===== src/verilog/rv32i_types.sv =====
`default_nettype none

// --------------------
// cpu-facing types.
// --------------------

package rv32i_types;

  // one instruction word or byte address.
  typedef logic [31:0] rv32i_word;

endpackage : rv32i_types

`default_nettype wire

===== src/verilog/icache_types.sv =====
`default_nettype none

package icache_types;
  import rv32i_types::*;

  // --------------------
  // geometry.
  // --------------------
  localparam int s_offset  = 5;   // 32 bytes per line.
  localparam int line_bits = 256;
  localparam int num_ways  = 4;

  typedef logic [line_bits-1:0] cache_line;

  // tree bits: [0] picks the half, [1] ways 0/1, [2] ways 2/3.
  typedef logic [2:0] plru_t;

  typedef logic [num_ways-1:0] way_hit_t;  // one-hot.

  typedef enum logic {
    curr_cpu_address,
    prev_cpu_address
  } addrmux_sel_t;

  // --------------------
  // stage 1 to stage 2.
  // --------------------
  typedef struct packed {
    rv32i_word cpu_address;
    logic      valid;
    logic      hit;
    way_hit_t  way_hit;
    plru_t     plru;
    cache_line line;
  } stage_reg_t;

endpackage : icache_types

`default_nettype wire


===== src/verilog/icache_control.sv =====
`default_nettype none

module icache_control
  import icache_types::*;
(
  input  logic         clk,
  input  logic         rst,
  input  logic         stage_valid,
  input  logic         stage_hit,
  input  way_hit_t     stage_way,
  input  way_hit_t     victim_way,
  input  logic         pmem_resp,
  output logic         mem_resp,
  output logic         stall,
  output addrmux_sel_t addr_sel,
  output logic         pmem_read,
  output logic         fill_load,
  output way_hit_t     fill_way,
  output logic         plru_load,
  output way_hit_t     update_way
);

  typedef enum logic [1:0] {
    st_lookup,
    st_fetch,
    st_replay
  } state_t;

  state_t state;
  state_t state_next;
  logic   miss;

  assign miss = stage_valid && !stage_hit;

  always_ff @(posedge clk) begin
    if (rst) state <= st_lookup;
    else     state <= state_next;
  end

  // victim is fixed for the whole refill.
  always_ff @(posedge clk) begin
    if (state == st_lookup && miss) fill_way <= victim_way;
  end

  // --------------------
  // outputs.
  // --------------------
  always_comb begin
    state_next = state;
    mem_resp   = 1'b0;
    stall      = 1'b0;
    addr_sel   = curr_cpu_address;
    pmem_read  = 1'b0;
    fill_load  = 1'b0;
    plru_load  = 1'b0;
    update_way = stage_way;
    unique case (state)
      st_lookup: begin
        mem_resp  = stage_valid && stage_hit;
        plru_load = stage_valid && stage_hit;
        if (miss) begin
          stall      = 1'b1;
          addr_sel   = prev_cpu_address;
          state_next = st_fetch;
        end
      end
      st_fetch: begin
        stall      = 1'b1;
        addr_sel   = prev_cpu_address;
        pmem_read  = 1'b1;
        update_way = fill_way;  // fill counts as an access.
        if (pmem_resp) begin
          fill_load  = 1'b1;
          plru_load  = 1'b1;
          state_next = st_replay;
        end
      end
      st_replay: begin
        addr_sel   = prev_cpu_address;  // relookup of the missed address.
        state_next = st_lookup;
      end
      default: state_next = st_lookup;
    endcase
  end

endmodule : icache_control

`default_nettype wire


===== config.mk =====
export PLATFORM = sky130hd
export DESIGN_NAME = icache_control
export DESIGN_NICKNAME = d
export VERILOG_FILES = /design/src/verilog/rv32i_types.sv /design/src/verilog/icache_types.sv /design/src/verilog/icache_control.sv
export SDC_FILE = /design/constraint.sdc
export NUM_CORES = 1
export LEC_CHECK = 0
export ABC_CLOCK_PERIOD_IN_PS = 1800
export BUFFER_PORTS_ARGS = -buffer_cell sky130_fd_sc_hd__buf_2
export CORE_AREA = 5 5 42 44
export DETAILED_ROUTE_END_ITERATION = 8
export DIE_AREA = 0 0 47 49
export PLACE_DENSITY_LB_ADDON = 0.05
export SLEW_MARGIN = 20
export SYNTH_ARGS = -nofsm -noshare
export SYNTH_HDL_FRONTEND = slang
export SYNTH_SLANG_ARGS = --single-unit

===== constraint.sdc =====
create_clock -name clk -period 1.8 [get_ports clk]
set_input_delay 0.09 -clock clk [delete_from_list [all_inputs] [get_ports clk]]
set_output_delay 0.09 -clock clk [all_outputs]
set_load 0.05 [all_outputs]

== After elaboration in Yosys (flattened, before gate mapping) ==
Index checks and enable logic that the tools add are counted.

* Register bits after elaboration: 6
* Bits in writable memories: 0
* Memories kept: 0
* Bits in latches: 0
* Output and inout port bits: 14
* Bits in read-only memories: 0
* Bits of input ports: 13

* Bitwise gates (word level): 0
* Reduce and logical (&&, ||, !) cells: 7
* Mux-type cells: 12
* $mul: 0
* Add/sub/neg operators: 0
* Eq/ne operators: 4
* $lt $le $gt $ge: 0
* Shifts and indexed selects: 0
* Div/mod/pow operators: 0

{| class="wikitable"
|+ Operator list
! operator !! count
|-
| case mux 1 bit (2 select lines) || 3
|-
| two-way mux 1 bit || 5
|-
| two-way mux 2 bit || 2
|-
| two-way mux 4 bit || 1
|-
| inequality test 2 bit, second input constant || 2
|-
| case mux 2 bit (2 select lines) || 1
|-
| logical AND 1 bit || 3
|-
| == test 2 x 1 -> 1 bit, second input constant || 1
|-
| == test 2 bit, second input constant || 1
|-
| logical NOT 2 bit || 1
|-
| AND reduction 2 bit || 1
|-
| OR reduction 2 bit || 1
|-
| logical NOT 1 bit || 1
|}

== Longest topological paths before layout ==
Gate-level depths: netlist of run 1.

* Depth in word-level cells: 4
* Gate-level depth with buffers: 6

== Worst setup path after synthesis of run 1 ==
OpenSTA, ideal clock, no wires.

* Path type: register to output
* Start point: register state[1]
* End point: output plru_load
* Arrival time: 1.999 ns
* Path buffers: 1
* Cell stages (with the launch flop): 6
* Data required time: 1.710 ns
* Path slack: -0.289 ns
* Cell sequence: dfxtp_1 inv_1 ha_1 buf_6 and2_1 or2_1

* Cells in the longest elaborated chain, start to end: 2
* Elaborated cells between the ends (all ways): 3
* Classes of those cells: 1 x eq/ne; 1 x mux; 1 x reduce/logical

{| class="wikitable"
|+ Ends and longest elaborated chain
! what !! RTL line !! RTL
|-
| start, declared || icache_control.sv:29 || <nowiki>state_t state;</nowiki>
|-
| start signal, assigned || icache_control.sv:36 || <nowiki>if (rst) state <= st_lookup;</nowiki>
|-
| start signal, assigned || icache_control.sv:37 || <nowiki>else state <= state_next;</nowiki>
|-
| == test 2 x 1 -> 1 bit or logical NOT 2 bit (tied branches) || icache_control.sv:57 || <nowiki>unique case (state)</nowiki>
|-
| case mux 1 bit (2 select lines) (*) || icache_control.sv:57 ||
|-
| end, declared || icache_control.sv:19 || <nowiki>output logic plru_load,</nowiki>
|}

Every way passes the cells marked *; elsewhere a longest branch is shown, timed or not.

== Final worst setup path of run 1 ==
* Start point: register state[1]
* End point: output stall

* Cells in the longest elaborated chain, start to end: 2
* Elaborated cells between the ends (all ways): 3
* Classes of those cells: 1 x eq/ne; 1 x mux; 1 x reduce/logical

{| class="wikitable"
|+ Ends and longest elaborated chain
! what !! RTL line !! RTL
|-
| == test 2 x 1 -> 1 bit or logical NOT 2 bit (tied branches) || icache_control.sv:57 ||
|-
| case mux 1 bit (2 select lines) (*) || icache_control.sv:57 ||
|-
| end, declared || icache_control.sv:14 || <nowiki>output logic stall,</nowiki>
|}

Marks and branches as above.

==> results of run 1 <==
-- stage by stage --
stage          instances  power, uW  instance area, um2
2_1_floorplan         33        785                 398
3_5_place_dp          74        902                 537
5_1_grt               79       1100                 581
3_3_place_gp          74        908                 537
6_report              79       1050                 581
4_1_cts               77       1030                 559
-- worst max-delay path, cell delays in order, from the launching register on --
cell and delay (ps):
dfxtp_1 330, inv_1 90, ha_2 210, and3b_2 250, or2_2 270, clkbuf_4 210
-- synthesized netlist by cell type (2+ instances only) --
master,count
a21oi_1,2
ha_1,4
edfxtp_1,4
inv_1,2
nor2_1,2
nand2b_1,2
mux2_2,4
dfxtp_1,2
-- sequential cells by signal (all words and copies together) (netlist names) --
| name | count |
|---|---|
| fill_way | 4 |
| state | 2 |
-- routing by layer --
| metal | GRT usage [%] | vias up | wire, um |
|---|---|---|---|
| met5 | 0 | - | 0 |
| met4 | 5.53 | 0 | 5 |
| met3 | 2.21 | 2 | 101 |
| met2 | 13.6 | 15 | 463 |
| met1 | 8.02 | 153 | 343 |
| li1 | - | 174 | - |
-- worst max path at each step --
stage                     cells past startpoint      from        end  slack (ps)
after detailed placement                      5  state[0]      stall         280
after floorplan                               5  state[1]  plru_load          20
after CTS                                     5  state[0]      stall          10
after global placement                        5  state[0]      stall         290
after global routing                          5  state[1]      stall          20
final                                         5  state[1]      stall         100
-- logic make-up after synthesis --
logic type | after synthesis
flip-flops | 6
multiplexers | 5
AO/OA/AOI/OAI | 4
buffers and inverters | 3
adder cells (fa/ha/maj) | 4
AND/OR/NAND/NOR | 11
-- layout make-up --
cell class	instances	area, um2
clock buffer	3	22.5
tap	16	20.0
timing repair buffer	28	148
fill	146	821
inverter	2	7.51
multi-input combinational	24	221
sequential	6	161
-- power groups by stage --
stage | logic [uW] | registers, uW | clock network, uW
after floorplan | 557 | 228 | 0
after global placement | 711 | 198 | 0
after detailed placement | 704 | 197 | 0
after CTS | 707 | 195 | 131
after global routing | 761 | 202 | 138
final | 722 | 197 | 127
-- what timing repair did --
| action | 4_1_cts | 5_1_grt |
|---|---|---|
| endpoints found under the setup margin | 0 | 2 |
| resized for setup | 0 | 3 |
| buffers inserted | 0 | 2 |
==> metrics.md, run 1 <==
| Metric | Value |
|---|---|
| RR Startpoint | `state[1]` |
| Routability cong. | `0.714` |
| H-tree depth | `1` |
| FF+latch count, synth | `6` |
| CP Capture Type | `output pin` |
| Post-synthesis async set-or-reset flop share | `0%` |
| Leak pwr | `0.000291 uW` |
| Maximum vdd ir drop | `0.574 mV` |
| Final hold violations | `0` |
| Top FF cell, synth | `edfxtp_1` |
| Synth Net Count | `50` |
| Sequential-to-total area share from yosys stat | `40.8%` |
| Most frequent cells in the layout | `buf_2 (25), mux2_2 (4), clkbuf_4 (4), edfxtp_1 (4)` |
| PD cells | `1800 nW/um2` |
| Nets | `82` |
| Synth area leader | `edfxtp_1` |
| CP required | `1710 ps` |
| Crit path max fanout | `5` |
| Rows | `14` |
| Final core occ | `41.4%` |
| Hold Startpoint | `victim_way[1]` |
| Netlist Area Pre-Place | `393 um2` |
| Crit Path Category | `reg -> out` |
| Int Power | `478 uW` |
| Hold Slack | `20.4 ps` |
| Number of synthesized flops with an enable pin | `4` |
| Routed WL | `913 um` |
| Clk_skew | `0.473 ps` |
| Slew margin rel. | `83.3%` |
| Routed wire per std cell | `11.6 um` |
| Skew-Pair Late Insertion Delay | `240 ps` |
| Mux share of post-synthesis cell area | `14.0%` |
| Post-synth cell types | `19` |
| CTS Hold Bufs | `0` |
| Post-synthesis simple-gate area fraction | `19.4%` |
| Max Cap Viol | `0` |
| Ports | `27` |
| Pins Over Slew Limit | `0` |
| Post-synthesis compound-gate area fraction | `8.28%` |
| Post-synth top area share | `30.6%` |
| Largest family of logic cells by synthesized area | `simple AND/OR/NAND/NOR gates` |
| Initial DRT Pass Iterations | `4` |
| Setup-failing EPs final | `0` |
| Area grow syn2layout | `47.8%` |
| Warnings from Yosys | `0` |
| Pre-CTS setup slack | `278 ps` |
| Min-Delay Endpoint | `fill_way[1]` |
| Tmin final | `1700 ps` |
| CTS max path bufs | `2` |
| Total GRT Usage | `8.06%` |
| RSZ-0062 raised after global routing | `no` |
| Share of total power in combinational logic | `69.0%` |
| Net Sw Power | `568 uW` |
| Post-Synth XOR/XNOR Area | `0%` |
| Die ar. | `2300 um2` |
| CP Launch Type | `flop` |
| Adder-cell share of the synthesized area | `12.7%` |
| CTS root buf | `clkbuf_4` |
| CTS tree | `yes` |
| Hold Path Depth | `1` |
| Sw Ratio | `54.3%` |
| Status | `finished, final reports clean` |
| Total global routing overflow | `0` |
| First-pass GRT wire length | `1310 um` |
| Die X | `47 um` |
| Sequential power share | `18.8%` |
| Worst Tran Pin Value | `252 ps` |
| DR DRC count | `0` |
| Mapped Avg Cell Area | `11.9 um2` |
| Final ANT Viol Nets | `0` |
| # port buffers | `26` |
| Clock-pin slew on the worst setup and hold paths | `50 ps` |
| Die Y | `49 um` |
| R2R setup slack | `490 ps` |
| Clk pwr share | `12.2%` |
| Most common cell after layout, fill and taps aside | `buf_2` |
| Worst hold path class | `in -> reg` |
| Fmax | `588 MHz` |
| Ranking of synthesized cells by area | `edfxtp_1 (31%), ha_1 (13%), mux2_2 (11%)` |
| Initial Util | `28.0%` |
| Proportion of layout cells with a drive suffix above 1 | `69.8%` |
| Number of antenna repair diodes | `0` |
| Clk sinks | `6` |
| Tcrit/Tclk final | `94.4%` |
| CORE AREA | `1400 um2` |
| CTS Buf Count | `3` |
| DR iter-0 viols | `1` |
| Worst r2r path cells | `4` |
| Final WS setup | `101 ps` |
| Cells after synthesis | `33` |
| Initial antenna violation count | `0` |
| Largest net degree at the start of global routing | `10` |
| Vias in the first global route | `333` |
| Setup tns final | `0 ps` |
| Vias | `344` |
| Reg2reg end | `fill_way[2]` |
| Vias/cell | `4.35` |
| CP arrival | `1610 ps` |
Power figures use the tool's default switching activity.
==> run 2: changes to the inputs <==
--- a/config.mk
+++ b/config.mk
@@ -5,7 +5,7 @@
 export SDC_FILE = /design/constraint.sdc
 export NUM_CORES = 1
 export LEC_CHECK = 0
-export ABC_CLOCK_PERIOD_IN_PS = 1800
+export ABC_CLOCK_PERIOD_IN_PS = 1400
 export BUFFER_PORTS_ARGS = -buffer_cell sky130_fd_sc_hd__buf_2
 export CORE_AREA = 5 5 42 44
 export DETAILED_ROUTE_END_ITERATION = 8
==> constraint.sdc (replaced) <==
create_clock -name clk -period 1.4 [get_ports clk]
set_input_delay 0.07 -clock clk [delete_from_list [all_inputs] [get_ports clk]]
set_output_delay 0.07 -clock clk [all_outputs]
set_load 0.05 [all_outputs]
==> run 2 against run 1 <==
  * The flow now finishes with violations (negative setup slack)
  * Count of clock-buffer cells in the layout grew 1
  * Clock power up 35%
  * Non-clock buffer count is 11 higher
  * Worst setup slack got worse by 150 ps
  * Critical endpoint unchanged
==> metrics.md, run 2 (synthesized netlist as in run 1, its figures left out) <==
| Metric | Value |
|---|---|
| CP required | `1330 ps` |
| Initial Util | `28.0%` |
| H-tree depth | `1` |
| Worst Tran Pin Value | `252 ps` |
| Violated checks | `negative setup slack` |
| Max Cap Viol | `0` |
| Fill count | `141` |
| DP Cell Count | `79` |
| Clock-pin slew on the worst setup and hold paths | `50 ps` |
| Nets | `93` |
| PD cells | `2220 nW/um2` |
| Clk_skew | `0.856 ps` |
| Final ANT Viol Nets | `0` |
| DR DRC count | `0` |
| Die Y | `49 um` |
| Worst r2r path cells | `6` |
| CP Launch Type | `flop` |
| Largest regs | `fill_way (4), state (2)` |
| Vias in the first global route | `379` |
| Status | `finished, violations left` |
| Tmin final | `1450 ps` |
| Die X | `47 um` |
| Routed wire per std cell | `10.4 um` |
| Pins Over Slew Limit | `0` |
| Final hold violations | `0` |
| RSZ-0062 raised after global routing | `yes` |
| Hold Startpoint | `victim_way[3]` |
| Reg with most FFs | `fill_way` |
| Post-detail-place hpwl | `750 um` |
| Largest net degree at the start of global routing | `8` |
| Die ar. | `2300 um2` |
| Worst hold path class | `in -> reg` |
| CTS tree | `yes` |
| Number of antenna repair diodes | `0` |
| CTS max path bufs | `2` |
| Initial DRT Pass Iterations | `1` |
| Crit Path Category | `reg -> out` |
| Final WS setup | `-50.3 ps` |
| Crit path max fanout | `3` |
| Setup-failing EPs final | `5` |
| CTS root buf | `clkbuf_4` |
| Fmax | `690 MHz` |
| Initial antenna violation count | `0` |
| Routed WL | `943 um` |
| Setup crit end | `stall` |
| Ports | `27` |
| Total global routing overflow | `0` |
| CP Capture Type | `output pin` |
| DR iter-0 viols | `0` |
| Max FFs per register | `4` |
| Pre-CTS setup slack | `-1.92 ps` |
| Most frequent cells in the layout | `buf_2 (19), buf_4 (9), buf_6 (5)` |
| Proportion of layout cells with a drive suffix above 1 | `76.0%` |
| Area grow syn2layout | `96.5%` |
| CORE AREA | `1400 um2` |
| Tcrit/Tclk final | `104%` |
| Critical Path Source | `state[1]` |
| Most common cell after layout, fill and taps aside | `buf_2` |
| CTS Buf Count | `3` |
| Vias/cell | `4.35` |
| Maximum vdd ir drop | `0.856 mV` |
| Slew margin rel. | `83.3%` |
| Vias | `396` |
| Leak pwr | `0.000371 uW` |
| # port buffers | `26` |
| First-pass GRT wire length | `1530 um` |
| Skew-Pair Late Insertion Delay | `240 ps` |
| Routability cong. | `0.678` |
| Rows | `14` |
| R2R setup slack | `120 ps` |
| Total GRT Usage | `9.26%` |
| RR Startpoint | `state[0]` |
| Reg2reg end | `state[0]` |
| CP arrival | `1380 ps` |
| Finished Layout Cells | `91` |
| Clk sinks | `6` |
-- run 2: changes by cell type in the layout (fill, tap and decap cells not counted), sizes merged --
cell         previous run  this run
buf                    27        35
dlygate4sd3             0         4
-- run 2: what timing repair did --
| action | in CTS | in global routing |
|---|---|---|
| resized for setup | 25 | 4 |
| buffers inserted | 3 | 1 |
| pin swaps | 5 | 2 |
| hold buffers | 3 | 1 |
| hold endpoints to repair | 3 | 1 |
| setup endpoints to repair | 9 | 8 |
-- run 2: stage by stage --
step	hold slack [ps]	TNS (ps)	util (%)	power (uW)	area (um2)
2_1_floorplan	135	-128	-	1050	412
3_3_place_gp	247	0	42.0	1270	588
3_5_place_dp	249	-1.92	42.0	1260	588
4_1_cts	3.76	-393	52.8	1700	739
5_1_grt	2.47	-537	55.1	1820	772
6_report	8.92	-186	55.1	1720	772
-- run 2: worst max-delay path, stage by stage, from the launching register on --
cell     delay [ps]
dfxtp_2         340
inv_4            50
ha_4            160
and3b_2         200
or2_4           230
buf_8           150
-- run 2: layout make-up --
cell class | instances | area, um2 | share of cell area [%]
multi-input cells | 24 | 264 | 34.2
clock buffers | 4 | 26.3 | 3.40
repair buffers | 39 | 289 | 37.4
flip-flops and latches | 6 | 163 | 21.1
inverters | 2 | 10.0 | 1.30
well taps | 16 | 20.0 | 2.59
-- run 2: per-layer routing --
| metal | vias to the layer above | global-route usage [%] | share of wire, % |
|---|---|---|---|
| met1 | 185 | 9.33 | 36 |
| li1 | 196 | - | - |
| met3 | 0 | 3.32 | 11 |
| met4 | 0 | 4.15 | 0 |
| met5 | - | 0 | 0 |
| met2 | 15 | 16.1 | 53 |
-- run 2: worst min path at each step --
stage,to,cells after the start
6_report,fill_way[3],1
5_1_grt,fill_way[3],1
3_5_place_dp,fill_way[1],1
3_3_place_gp,fill_way[2],1
4_1_cts,fill_way[3],1
2_1_floorplan,state[1],1
-- run 2: power breakdown --
group | switching [uW] | internal, uW
registers | 22.1 | 233
logic | 730 | 559
clock network | 63.3 | 108
total | 815 | 900
==> run 3: changes to the inputs <==
--- a/config.mk
+++ b/config.mk
@@ -10,7 +10,7 @@
 export CORE_AREA = 5 5 42 44
 export DETAILED_ROUTE_END_ITERATION = 8
 export DIE_AREA = 0 0 47 49
-export PLACE_DENSITY_LB_ADDON = 0.05
+export PLACE_DENSITY = 0.61
 export SLEW_MARGIN = 20
 export SYNTH_ARGS = -nofsm -noshare
 export SYNTH_HDL_FRONTEND = slang
==> run 3 against run 2 <==
  * The run still ends with negative setup slack left
  * Sequential cell count unchanged
  * Routed wire length up 14%
  * First-iteration DRC count up 3
  * Maximum frequency down 0.58%
  * Register-to-register slack worse by 30 ps
  * Sequential power about the same
  * Critical endpoint unchanged
  * Largest cell class is now multi-input gates
  * Highest routed layer unchanged
==> metrics.md, run 3 (synthesized netlist as in run 1, its figures left out) <==
| Metric | Value |
|---|---|
| Hold Startpoint | `rst` |
| RSZ-0062 raised after global routing | `yes` |
| Slowest cell on crit path | `dfxtp_2` |
| Met2 GRT Util | `17.4%` |
| CTS max path bufs | `2` |
| Die X | `47 um` |
| DR DRC count | `0` |
| Max FFs per register | `4` |
| Slew margin rel. | `82.9%` |
| Largest net degree at the start of global routing | `8` |
| Rows | `14` |
| Tcrit/Tclk final | `104%` |
| Die Y | `49 um` |
| Area of the multi-input gates | `260 um2` |
| Crit Path Category | `reg -> out` |
| Critical Path Source | `state[0]` |
| Most Crowded Layer GR | `met2` |
| Violated checks | `negative setup slack` |
| # port buffers | `26` |
| Routed wire per std cell | `12.5 um` |
| Final ANT Viol Nets | `0` |
| Area grow syn2layout | `85.7%` |
| Setup-failing EPs final | `5` |
| Worst Tran Pin Value | `259 ps` |
| Proportion of layout cells with a drive suffix above 1 | `77.1%` |
| CP Capture Type | `output pin` |
| Final core occ | `52.1%` |
| CORE AREA | `1400 um2` |
| GR Layer Usage met1 | `10.7%` |
| Ordered cell list for the critical path | `buf_6 -> ha_4 -> buf_4 -> or2_4 -> buf_8` |
| Initial antenna violation count | `0` |
| Number of antenna repair diodes | `0` |
| RR Startpoint | `state[0]` |
| Clk sinks | `6` |
| Worst path top cell family by delay | `buffers and inverters` |
| Leak pwr | `0.000352 uW` |
| H-tree depth | `1` |
| Nets | `89` |
| Post-detail-place hpwl | `827 um` |
| Total global routing overflow | `0` |
| CP Launch Type | `flop` |
| Fmax | `686 MHz` |
| Vias | `380` |
| Register area | `163 um2` |
| Pins Over Slew Limit | `0` |
| Maximum vdd ir drop | `1.12 mV` |
| Most frequent cells in the layout | `buf_2 (19), buf_4 (7), buf_6 (5)` |
| PD cells | `2320 nW/um2` |
| Status | `finished, violations left` |
| Die ar. | `2300 um2` |
| Skew-Pair Late Insertion Delay | `240 ps` |
| Largest regs | `fill_way (4), state (2)` |
| Total GRT Usage | `9.97%` |
| CTS tree | `yes` |
| CP required | `1330 ps` |
| Routed WL | `1070 um` |
| Initial Util | `28.0%` |
| Max Cap Viol | `0` |
| First-pass GRT wire length | `1640 um` |
| Hold Slack | `7.44 ps` |
| Met3 track demand over resource | `3.69%` |
| DR iter-0 viols | `3` |
| Initial DRT Pass Iterations | `2` |
| Final hold violations | `0` |
| Clock-pin slew on the worst setup and hold paths | `50 ps` |
| Clk_skew | `0.929 ps` |
| Critical path buffer and inverter count | `3` |
| Vias/cell | `4.42` |
| CTS Buf Count | `3` |
| Ports | `27` |
| Reg with most FFs | `fill_way` |
| Most common cell after layout, fill and taps aside | `buf_2` |
| Tmin final | `1460 ps` |
| Routability cong. | `0.717` |
| R2R setup slack | `90 ps` |
| CP arrival | `1390 ps` |
| Worst hold path class | `in -> reg` |
| CTS root buf | `clkbuf_4` |
| Vias in the first global route | `408` |
| Crit path max fanout | `7` |
| Fill count | `139` |
| Final WS setup | `-58.7 ps` |
| Delay of the slowest critical-path stage | `320 ps` |
[run 3: cell count changes in the layout (fill, tap and decap cells not counted)]
cell           before  now
a21oi_1             1    2
a21oi_2             1    0
buf_4               9    7
clkbuf_1            1    0
dlygate4sd3_1       4    2
[run 3: repair_timing]
item / CTS / global route
endpoints found under the setup margin: 7 / 7
resized for setup: 26 / 2
setup buffers: 3 / 0
hold buffers: 1 / 1
pin swaps: 4 / 2
endpoints found under the hold margin: 1 / 1
[run 3: power breakdown]
part	switching, uW	total, uW	internal, uW
sequential	23.8	257	233
clock	59.6	156	96.8
combinational	731	1280	550
[run 3: cell type report]
class / instances / share of cell area, %
Timing Repair Buffer: 35 / 34.8
Sequential cell: 6 / 22.3
Multi-Input combinational cell: 24 / 35.7
Inverter: 2 / 1.37
Tap cell: 16 / 2.74
Clock buffer: 3 / 3.09
[run 3: per-stage QoR]
stage	power [uW]	setup WS [ps]	cell area, um2	cells	setup TNS, ps
5_1_grt	1800	-99.9	729	86	-504
2_1_floorplan	1050	-70.3	412	33	-128
3_5_place_dp	1250	25.1	581	78	0
3_3_place_gp	1260	58.7	581	78	0
6_report	1690	-58.7	729	86	-181
4_1_cts	1680	-69.8	712	85	-303
[run 3: worst register-to-register path: stages (launching register included)]
cell	delay, ps
dfxtp_2	320
buf_6	120
ha_4	180
buf_4	140
nor2b_1	120
a21oi_1	170
mux2i_1	190
[run 3: path summary, 6_finish.rpt]
kind                            endpoint  cells after the start
worst max-delay path               stall                      5
worst min-delay path            state[1]                      2
worst max register to register  state[0]                      6
worst min register to register  state[1]                      3
[run 3: layer usage]
layer,vias to the layer above,wire [um]
li1,190,-
met4,0,0
met2,19,529
met1,171,400
met5,-,0
met3,0,142
